<file path="config.mk">
export PLATFORM = sky130hd
export DESIGN_NAME = ghash_apb_regs
export DESIGN_NICKNAME = d
export VERILOG_FILES = /design/src/design/ghash_pkg.sv /design/src/design/ghash_apb_regs.sv
export SDC_FILE = /design/constraint.sdc
export NUM_CORES = 1
export LEC_CHECK = 0
export BUFFER_PORTS_ARGS = -buffer_cell sky130_fd_sc_hd__buf_2
export CORE_UTILIZATION = 51
export DETAILED_ROUTE_END_ITERATION = 6
export GPL_ROUTABILITY_DRIVEN = 0
export HOLD_SLACK_MARGIN = 0.06
export PLACE_DENSITY = 0.84
export SYNTH_ARGS = -nofsm -noshare
export SYNTH_HDL_FRONTEND = slang
export SYNTH_SLANG_ARGS = --single-unit
</file>
<file path="constraint.sdc">
create_clock -name tb_i_clock -period 7.8 [get_ports tb_i_clock]
set_input_delay 1.56 -clock tb_i_clock [delete_from_list [all_inputs] [get_ports tb_i_clock]]
set_output_delay 1.56 -clock tb_i_clock [all_outputs]
set_load 0.005 [all_outputs]
</file>
<file path="src/design/ghash_pkg.sv">
`default_nettype none

package ghash_pkg;

    // block and beat sizes
    localparam int NB_BLOCK = 128;
    localparam int N_BLOCKS = 2;
    localparam int NB_DATA = N_BLOCKS * NB_BLOCK;
    localparam int NB_APB_ADDR = 8;

    // GCM reduction constant, x^128 + x^7 + x^2 + x + 1 in reflected order
    localparam logic [NB_BLOCK-1:0] GCM_R = {8'hE1, 120'd0};

    // register map
    localparam logic [NB_APB_ADDR-1:0] ADDR_KEY0 = 8'h00;
    localparam logic [NB_APB_ADDR-1:0] ADDR_KEY1 = 8'h04;
    localparam logic [NB_APB_ADDR-1:0] ADDR_KEY2 = 8'h08;
    localparam logic [NB_APB_ADDR-1:0] ADDR_KEY3 = 8'h0C;
    localparam logic [NB_APB_ADDR-1:0] ADDR_CTRL = 8'h10;
    localparam logic [NB_APB_ADDR-1:0] ADDR_TAG0 = 8'h20;
    localparam logic [NB_APB_ADDR-1:0] ADDR_TAG1 = 8'h24;
    localparam logic [NB_APB_ADDR-1:0] ADDR_TAG2 = 8'h28;
    localparam logic [NB_APB_ADDR-1:0] ADDR_TAG3 = 8'h2C;

    // upper data half is the first block in hash order
    typedef struct packed {
        logic                sop;
        logic                valid;
        logic                last;
        logic [N_BLOCKS-1:0] skip;
        logic [NB_DATA-1:0]  data;
    } ghash_beat_t;

    typedef struct packed {
        logic                   psel;
        logic                   penable;
        logic                   pwrite;
        logic [NB_APB_ADDR-1:0] paddr;
        logic [31:0]            pwdata;
    } apb_req_t;

    typedef struct packed {
        logic [31:0] prdata;
        logic        pready;
        logic        pslverr;
    } apb_rsp_t;

    typedef struct packed {
        logic [NB_BLOCK-1:0] h1;
        logic [NB_BLOCK-1:0] h2;
    } key_pow_t;

endpackage

`default_nettype wire

</file>
<file path="src/design/ghash_apb_regs.sv">
`timescale 1ns/10ps
`default_nettype none

module ghash_apb_regs
    import ghash_pkg::*;
(
    input  wire logic                tb_i_clock,
    input  wire logic                i_reset,
    input  wire apb_req_t            i_apb,
    output apb_rsp_t                 o_apb,
    output logic                     o_commit,
    output logic      [NB_BLOCK-1:0] o_h_key,
    input  wire logic [NB_BLOCK-1:0] i_tag,
    input  wire logic                i_done,
    input  wire logic                i_key_ready
);

    logic                access;
    logic                wr;
    logic                mapped;
    logic                tag_hit;
    logic                err;
    logic                tag_valid;
    logic [31:0]         rdata;
    logic [NB_BLOCK-1:0] tag_q;

    assign access = i_apb.psel & i_apb.penable;
    assign err = access & (~mapped | (i_apb.pwrite & tag_hit));
    assign wr = access & i_apb.pwrite & ~err;

    // address decode and read mux
    always_comb
    begin
        rdata = '0;
        mapped = 1'b1;
        tag_hit = 1'b0;
        case (i_apb.paddr)
            ADDR_KEY0: rdata = o_h_key[31:0];
            ADDR_KEY1: rdata = o_h_key[63:32];
            ADDR_KEY2: rdata = o_h_key[95:64];
            ADDR_KEY3: rdata = o_h_key[127:96];
            ADDR_CTRL: rdata = {30'd0, tag_valid, i_key_ready};
            ADDR_TAG0:
            begin
                rdata = tag_q[31:0];
                tag_hit = 1'b1;
            end
            ADDR_TAG1:
            begin
                rdata = tag_q[63:32];
                tag_hit = 1'b1;
            end
            ADDR_TAG2:
            begin
                rdata = tag_q[95:64];
                tag_hit = 1'b1;
            end
            ADDR_TAG3:
            begin
                rdata = tag_q[127:96];
                tag_hit = 1'b1;
            end
            default: mapped = 1'b0;
        endcase
    end

    // no wait states
    always_comb
    begin
        o_apb.prdata = err ? 32'd0 : rdata;
        o_apb.pready = 1'b1;
        o_apb.pslverr = err;
    end

    always_ff @(posedge tb_i_clock)
    begin
        if (wr)
        begin
            case (i_apb.paddr)
                ADDR_KEY0: o_h_key[31:0] <= i_apb.pwdata;
                ADDR_KEY1: o_h_key[63:32] <= i_apb.pwdata;
                ADDR_KEY2: o_h_key[95:64] <= i_apb.pwdata;
                ADDR_KEY3: o_h_key[127:96] <= i_apb.pwdata;
                default: ;
            endcase
        end
        if (i_done)
        begin
            tag_q <= i_tag;
        end
    end

    // KEY3 write completes the key
    always_ff @(posedge tb_i_clock)
    begin
        if (i_reset)
        begin
            o_commit <= 1'b0;
            tag_valid <= 1'b0;
        end
        else
        begin
            o_commit <= wr & (i_apb.paddr == ADDR_KEY3);
            if (i_done)
            begin
                tag_valid <= 1'b1;
            end
            else if (wr && i_apb.paddr == ADDR_CTRL && i_apb.pwdata[1])
            begin
                tag_valid <= 1'b0;
            end
        end
    end

endmodule

`default_nettype wire

</file>
After elaboration in Yosys (flattened, before gate mapping)
Index checks and enable logic that the tools add are counted.
{"block": "totals", "out_inout_bits": 163, "in_bits": 175, "regBits": 258, "elab_cells": 40}
{"block": "classes", "eq_ne": 8, "n_mux": 6, "reduce_logical": 10, "bitwise": 9}
{"cell": "$pmux 32 s9", "n": 1}
{"cell": "$eq 8x6->1 const B", "n": 4}
{"cell": "$mux 32", "n": 1}
{"cell": "$eq 8x4->1 const B", "n": 2}
{"cell": "$reduce_or 9->1", "n": 1}
{"cell": "$eq 8x3->1 const B", "n": 1}
{"cell": "$eq 8x5->1 const B", "n": 1}
{"cell": "$logic_not 8->1", "n": 1}
{"cell": "$reduce_and 2->1", "n": 4}
{"cell": "$and 1x1->1", "n": 6}
{"cell": "$mux 1", "n": 4}
{"cell": "$reduce_or 4->1", "n": 1}
{"cell": "$logic_and 1x1->1", "n": 2}
{"cell": "$not 1->1", "n": 2}
{"cell": "$reduce_bool 2->1", "n": 1}
{"cell": "$or 1x1->1", "n": 1}

Longest topological paths before layout
Gate-level depths: netlist of run 1.
{"block": "depth", "depth_word": 12, "ltp_mapped": 7}

Worst setup path after synthesis of run 1
Ideal clock, no wire load.
{"block": "synth_path", "path_kind": "input port to flip-flop", "startpoint": "input port i_apb[33] in the netlist's numbering", "endpoint": "register o_h_key[64] (enable)", "n_path_buf": 2, "slack_ns": 1.821, "t_arrival_ns": 5.477, "stages": 4, "path_cell_list": "buf_2 or4b_1 buf_2 nor4_1"}
{"block": "synth_via", "elab_chain_cells": 9, "elab_cells_between_ends": 20, "classes_between": "8 x eq/ne; 2 x mux; 6 x bitwise; 4 x reduce/logical"}
{"item": "start: declaration", "line_no": "ghash_apb_regs.sv:9", "rtl": "input wire apb_req_t i_apb,"}
{"item": "$eq 8x6->1, or another cell as far along", "line_no": "ghash_apb_regs.sv:37", "rtl": "case (i_apb.paddr)"}
{"item": "$reduce_or 4->1 (no line) or $reduce_or 9->1 (tied branches)"}
{"item": "$mux 1", "line_no": "ghash_apb_regs.sv:37"}
{"item": "$and 1x1->1 or $not 1->1 (tied branches)", "line_no": "ghash_apb_regs.sv:28", "rtl": "assign err = access & (~mapped | (i_apb.pwrite & tag_hit));"}
{"item": "$or 1x1->1", "line_no": "ghash_apb_regs.sv:28"}
{"item": "$and 1x1->1", "line_no": "ghash_apb_regs.sv:28"}
{"item": "$not 1->1", "line_no": "ghash_apb_regs.sv:29", "rtl": "assign wr = access & i_apb.pwrite & ~err;"}
{"item": "$and 1x1->1", "line_no": "ghash_apb_regs.sv:29"}
{"item": "$reduce_and 2->1 (no line) *"}
{"item": "end signal: assignment", "line_no": "ghash_apb_regs.sv:82", "rtl": "ADDR_KEY2: o_h_key[95:64] <= i_apb.pwdata;"}
{"item": "end: declaration", "line_no": "ghash_apb_regs.sv:12", "rtl": "output logic [NB_BLOCK-1:0] o_h_key,"}
Every way passes the cells marked *; elsewhere a longest branch is shown, timed or not.
A chain may end at the register's enable or synchronous reset.

==> results of run 1 <==
critical path, cell delays in order:
cell and delay, ns:
buf_4 0.53, nor2b_1 1.14, a22oi_1 0.20, o22a_1 0.28
a31oi_1 0.20, buf_2 0.17
sequential cells by signal, indices dropped and copies added (netlist names):
register and count:
o_commit 1, o_h_key 128, tag_q 128, tag_valid 1
final cells by class:
cell class              count  area (sq um)  area share (%)
flip-flops and latches    258          7730            59.3
well taps                 265           332            2.54
repair buffers            344          1750            13.4
inverters                   2          7.51          0.0576
clock inverters            14           174            1.33
clock buffers              32           694            5.33
multi-input cells         255          2340            17.9
diodes                      3          7.51          0.0576
cell usage in the layout (no fill, tap or decap), types with 4 or more instances in the layout:
master / Yosys / final
mux2i_1: 31 / 31
a22oi_1: 36 / 36
a22o_1: 10 / 10
bufinv_16: 0 / 4
nor2b_1: 5 / 4
and2_1: 4 / 4
edfxtp_1: 256 / 256
clkbuf_1: 5 / 5
mux4_2: 27 / 27
o2bb2ai_1: 10 / 10
buf_4: 7 / 9
mux2_2: 8 / 8
nor2_1: 22 / 22
nand2_1: 8 / 7
nand3_1: 7 / 7
nor3_1: 4 / 4
clkbuf_16: 0 / 27
and3_1: 7 / 7
buf_2: 20 / 334
clkinv_1: 0 / 4
a31oi_1: 5 / 5
a21oi_1: 10 / 10
o22ai_1: 10 / 10
o22a_1: 9 / 9
cells by family (layout without fill, tap and decap cells):
group,Yosys count,in the layout
compound gates,103,103
simple gates,85,85
buf+inv,39,392
mux,66,66
other cells,1,4
flops,258,258
power by group:
group	total (mW)	internal [mW]	leakage [nW]	switching, mW
registers	1.60	1.59	2.42	0.0161
clock network	1.27	0.762	0.418	0.506
logic	0.166	0.0745	2.08	0.0914
worst max-delay path by stage:
stage | cells past startpoint | startpoint | slack [ns] | to
detailed placement | 6 | i_apb[35] | 2.23 | o_apb[26]
global placement | 6 | i_apb[35] | 2.35 | o_apb[33]
floorplan | 4 | i_apb[33] | 1.82 | o_h_key[64]
global route | 6 | i_apb[35] | 1.94 | o_apb[23]
CTS | 6 | i_apb[35] | 2.21 | o_apb[33]
finish | 6 | i_apb[35] | 2.11 | o_apb[23]
metal layers:
metal	part of all wire (%)	vias to the layer above	global-route usage, %	wire length [microns]
met5	0	-	0	0
met2	51	445	48.7	15100
met1	37	3440	34.6	11000
met3	9.2	86	6.83	2750
li1	-	2952	-	-
met4	3.3	0	11.7	988
through the flow:
stage | hold WS (ns) | cell area, sq um | total power, mW | util (%) | std cells
after global placement | 0.473 | 12200 | 1.78 | 62.0 | 1124
after detailed placement | 0.501 | 12200 | 1.79 | 62.0 | 1124
after floorplan | 0.451 | 10300 | 1.70 | - | 552
final | 0.521 | 13000 | 3.04 | 66.5 | 1173
after global routing | 0.533 | 13000 | 3.11 | 66.5 | 1170
after CTS | 0.518 | 13000 | 3.05 | 66.5 | 1170
==> results.ini, run 1 <==
[outcome]
outcome = completed

[clock_tree]
clk_pin_slew_ns = 0.06
clock-root-buffer = clkbuf_16
cts_inserted_buffers = 26
clk_latency_ns = 0.53
hold_buffers = 0
cts.sinks = 258
cts_tree = yes
htreeDepth = 1
postCtsResizedCells = 0
max-clock-path-buffers = 3
cts_setup_buffers = 0

[timing]
tightest_slew_ns = 1.36
layout_setup_ws_ns = 2.11
period_share_pct = 72.9
layout_min_cycle_time_ns = 5.69
rsz0062_at_grt = false
fin_skew_ns = 0
tns_ns = 0
setup_viol = 0
slew_headroom_pct = 9.05
final_max_slew_viol_count = 0
clock.fmax_mhz = 176
final_hold_viol_count = 0

[die]
fp.coreArea_sq_um = 19600
fp.dieW_microns = 144
num_io_pins = 338
initial_core_util_pct = 52.4
die_h_microns = 144
dieArea_sq_um = 20700
row_count = 51

[placed_design]
port-buffer-count = 336
place_hpwl_microns = 20000
post-place-ws_ns = 2.23

[synth]
yosysTopAreaCell = edfxtp_1
yosysWarnings = 0
synth_seq_area_share_pct = 75.3
netlist_instances = 552
synthMuxAreaShare_pct = 9.83
ys.flop_type = edfxtp_1
ys_types = 52
synth_adder_area_share_pct = 0
synth-simple-area-share_pct = 5.18
synthXorXnorAreaFrac_pct = 0
ys_ff_latch = 258
ys_top_cells_by_count = 256 x edfxtp_1, 36 x a22oi_1, 31 x mux2i_1, 27 x mux4_2, 22 x nor2_1
synth_edf_count = 256
synth_compound_area_share_pct = 7.48
syn_area_sq_um = 10300
synthTopCellsByArea = edfxtp_1 75%, mux4_2 5.9%, mux2i_1 3.0%
synthMostInstantiatedCell = edfxtp_1
yosysTopAreaCellShare_pct = 74.9
synth_async_sr_flop_share_pct = 0
synth_top_family_by_area = multiplexers
syn-num-nets = 727
syn_avg_cell_area_sq_um = 18.6

[worst_setup_path]
cp-end-kind = primary output
regToRegStartpoint = tag_valid
r2r_cells = 2
arrival_ns = 4.13
r2r-end = tag_valid
critical_path_required_ns = 6.24
path_max_fanout = 43
crit_type = primary input to primary output
cp-start-kind = primary input
r2r_setup_slack_ns = 7.21

[power_and_ir_drop]
peakVddDrop_mv = 0.210
leakagePower_nw = 4.92
p_per_area_nw_per_um2 = 233

[layout]
area_growth_pct = 27.0
final_nets = 1062
nFillCells = 1345
drive_above_1_share_pct = 48.1

[job]
cap_violations = 0

[detailed_routing]
postRouteAntennaNets = 0
wl_per_cell_microns = 25.5
drc = 0
drt_iter0_drc = 683
vias = 6923
dr.pass1.iters = 5
wl_microns = 29900
vias_per_cell = 5.90

[grt]
overflow = 0
grtUsageTotal_pct = 28.5
grt_max_degree = 72
antenna_found_initial = 2
grt_pass1_wl_microns = 42100
grt_pass1_vias = 7062

[min_path]
holdPathEnd = tag_valid
min_path_cells = 2
min-delay-path-class = flop to flop
hp-start = tag_valid

Note: power is estimated with default switching activity, not from simulation.
==> inputs of run 2 (changes only) <==
clock period = 5.5 ns   (was 7.8 ns; I/O delays follow)
==> run 2 against run 1 <==
- first-iteration DRC count is 39% lower
- die area did not move
- worst setup slack got worse by 1.0 ns
- count of clock-buffer cells in the layout is the same
- sequential power grew 42%
- worst hold slack got worse by 0.021 ns
- register-to-register slack got worse by 2.3 ns
- utilization up 0.38 points
- via count is 0.53% lower
- clock skew stayed put
==> results.ini, run 2 (synthesis gave the netlist of run 1 again) <==
[outcome]
outcome = completed  ; unchanged

[die]
num_io_pins = 338  ; unchanged
die_h_microns = 144  ; unchanged
fp.coreArea_sq_um = 19600  ; unchanged
fp.dieW_microns = 144  ; unchanged
dieArea_sq_um = 20700  ; unchanged
initial_core_util_pct = 52.4  ; unchanged
row_count = 51  ; unchanged

[timing]
layout_setup_ws_ns = 1.08  ; was 2.11 ns
rsz0062_at_grt = false  ; unchanged
layout_min_cycle_time_ns = 4.42
slew_headroom_pct = 28.3  ; was 9.05%
fin_skew_ns = 0  ; unchanged
clock.fmax_mhz = 226
final_max_slew_viol_count = 0  ; unchanged
setup_viol = 0  ; unchanged
period_share_pct = 80.4
tns_ns = 0  ; unchanged
hold_slack_ns = 0.500  ; was 0.521 ns
tightest_slew_ns = 1.08  ; was 1.36 ns
final_hold_viol_count = 0  ; unchanged

[detailed_routing]
drt_iter0_drc = 420  ; was 683
drc = 0  ; unchanged
dr.pass1.iters = 5  ; unchanged
vias_per_cell = 5.86  ; was 5.90
wl_microns = 29100  ; was 29900 microns
wl_per_cell_microns = 24.8  ; was 25.5 microns
vias = 6886  ; was 6923
postRouteAntennaNets = 0  ; unchanged

[clock_tree]
cts_setup_buffers = 0  ; unchanged
hold_buffers = 0  ; unchanged
clock-root-buffer = clkbuf_16  ; unchanged
htreeDepth = 1  ; unchanged
clk_pin_slew_ns = 0.06  ; about the same
cts_tree = yes  ; unchanged
cts_inserted_buffers = 26  ; unchanged
cts.sinks = 258  ; unchanged
max-clock-path-buffers = 3  ; unchanged
postCtsResizedCells = 0  ; unchanged
clk_latency_ns = 0.51  ; was 0.53 ns

[grt]
antenna_found_initial = 3  ; was 2
overflow = 0  ; unchanged
grt_max_degree = 85  ; was 72
grt_pass1_vias = 6940  ; was 7062
grtUsageTotal_pct = 27.8  ; was 28.5%
grt_pass1_wl_microns = 41300  ; was 42100 microns

[layout]
final_common_cell = buf_2  ; unchanged
biggestRegsByFlops = o_h_key x128, tag_q x128  ; unchanged
final_cell_mix = 334 x buf_2, 256 x edfxtp_1, 36 x a22oi_1  ; unchanged
area_growth_pct = 27.8  ; was 27.0%
final_nets = 1065  ; was 1062
drive_above_1_share_pct = 48.4  ; was 48.1%
nFillCells = 1328  ; was 1345

[worst_setup_path]
r2r_setup_slack_ns = 4.92  ; was 7.21 ns
path_max_fanout = 19  ; was 43
cp-start-kind = primary input  ; unchanged
cp-end-kind = primary output  ; unchanged
crit_type = primary input to primary output  ; unchanged
arrival_ns = 3.32  ; was 4.13 ns
r2r-end = tag_valid  ; unchanged
regToRegStartpoint = tag_valid  ; unchanged
critical_path_required_ns = 4.40  ; was 6.24 ns
r2r_cells = 2  ; unchanged

[placed_design]
place_hpwl_microns = 19900  ; was 20000 microns
post-place-ws_ns = 1.07  ; was 2.23 ns
port-buffer-count = 336  ; unchanged

[min_path]
hp-start = tag_valid  ; unchanged
min_path_cells = 2  ; unchanged
min-delay-path-class = flop to flop  ; unchanged
holdPathEnd = tag_valid  ; unchanged

[power_and_ir_drop]
p_per_area_nw_per_um2 = 332  ; was 233 nW/um^2
peakVddDrop_mv = 0.251  ; was 0.210 mV
leakagePower_nw = 4.96  ; was 4.92 nW

[job]
cap_violations = 0  ; unchanged

-- run 2: worst max path at each step --
stage | from | to | slack [ns] | cells past startpoint
after floorplan | i_apb[39] | o_h_key[0] | 0.008 | 4
after global placement | i_apb[34] | o_apb[22] | 1.15 | 6
after detailed placement | i_apb[34] | o_apb[7] | 1.07 | 6
after CTS | i_apb[34] | o_apb[7] | 1.07 | 6
after global routing | i_apb[34] | o_apb[7] | 0.90 | 6
final | i_apb[34] | o_apb[7] | 1.08 | 6
-- run 2: through the flow --
stage | cells | cell area [sq um] | util (%) | power (mW)
after CTS | 1174 | 13100 | 66.9 | 4.37
final | 1175 | 13100 | 66.9 | 4.35
after global routing | 1175 | 13100 | 66.9 | 4.47
after detailed placement | 1127 | 12200 | 62.3 | 2.54
after floorplan | 552 | 10300 | - | 2.41
after global placement | 1127 | 12200 | 62.3 | 2.53
-- run 2: per-layer routing --
layer  track usage, %  wire [microns]  vias to the layer above
li1                 -               -                     2963
met1             34.6           10700                     3418
met2             47.2           14900                      440
met3             6.53            2640                       63
met4             10.5             876                        2
met5                0              11                        -
-- run 2: layout make-up --
class	count	area (sq um)	area share [%]
inverters	2	7.51	0.0573
diodes	1	2.50	0.0191
flip-flops and latches	258	7730	59.0
clock inverters	15	210	1.60
repair buffers	347	1790	13.6
multi-input cells	255	2350	17.9
clock buffers	32	694	5.30
well taps	265	332	2.53
-- run 2: power breakdown --
group	total, mW	leakage (nW)	switching (mW)	internal (mW)
clock	1.85	0.439	0.718	1.13
combinational	0.234	2.11	0.127	0.107
sequential	2.27	2.42	0.0215	2.25
total	4.35	4.96	0.866	3.49
-- run 2: worst max-delay path: stages --
cell and delay (ns):
buf_2 0.24, or3_1 0.74, nor4_2 0.72, a22oi_1 0.22, nor2_1 0.15, buf_2 0.15
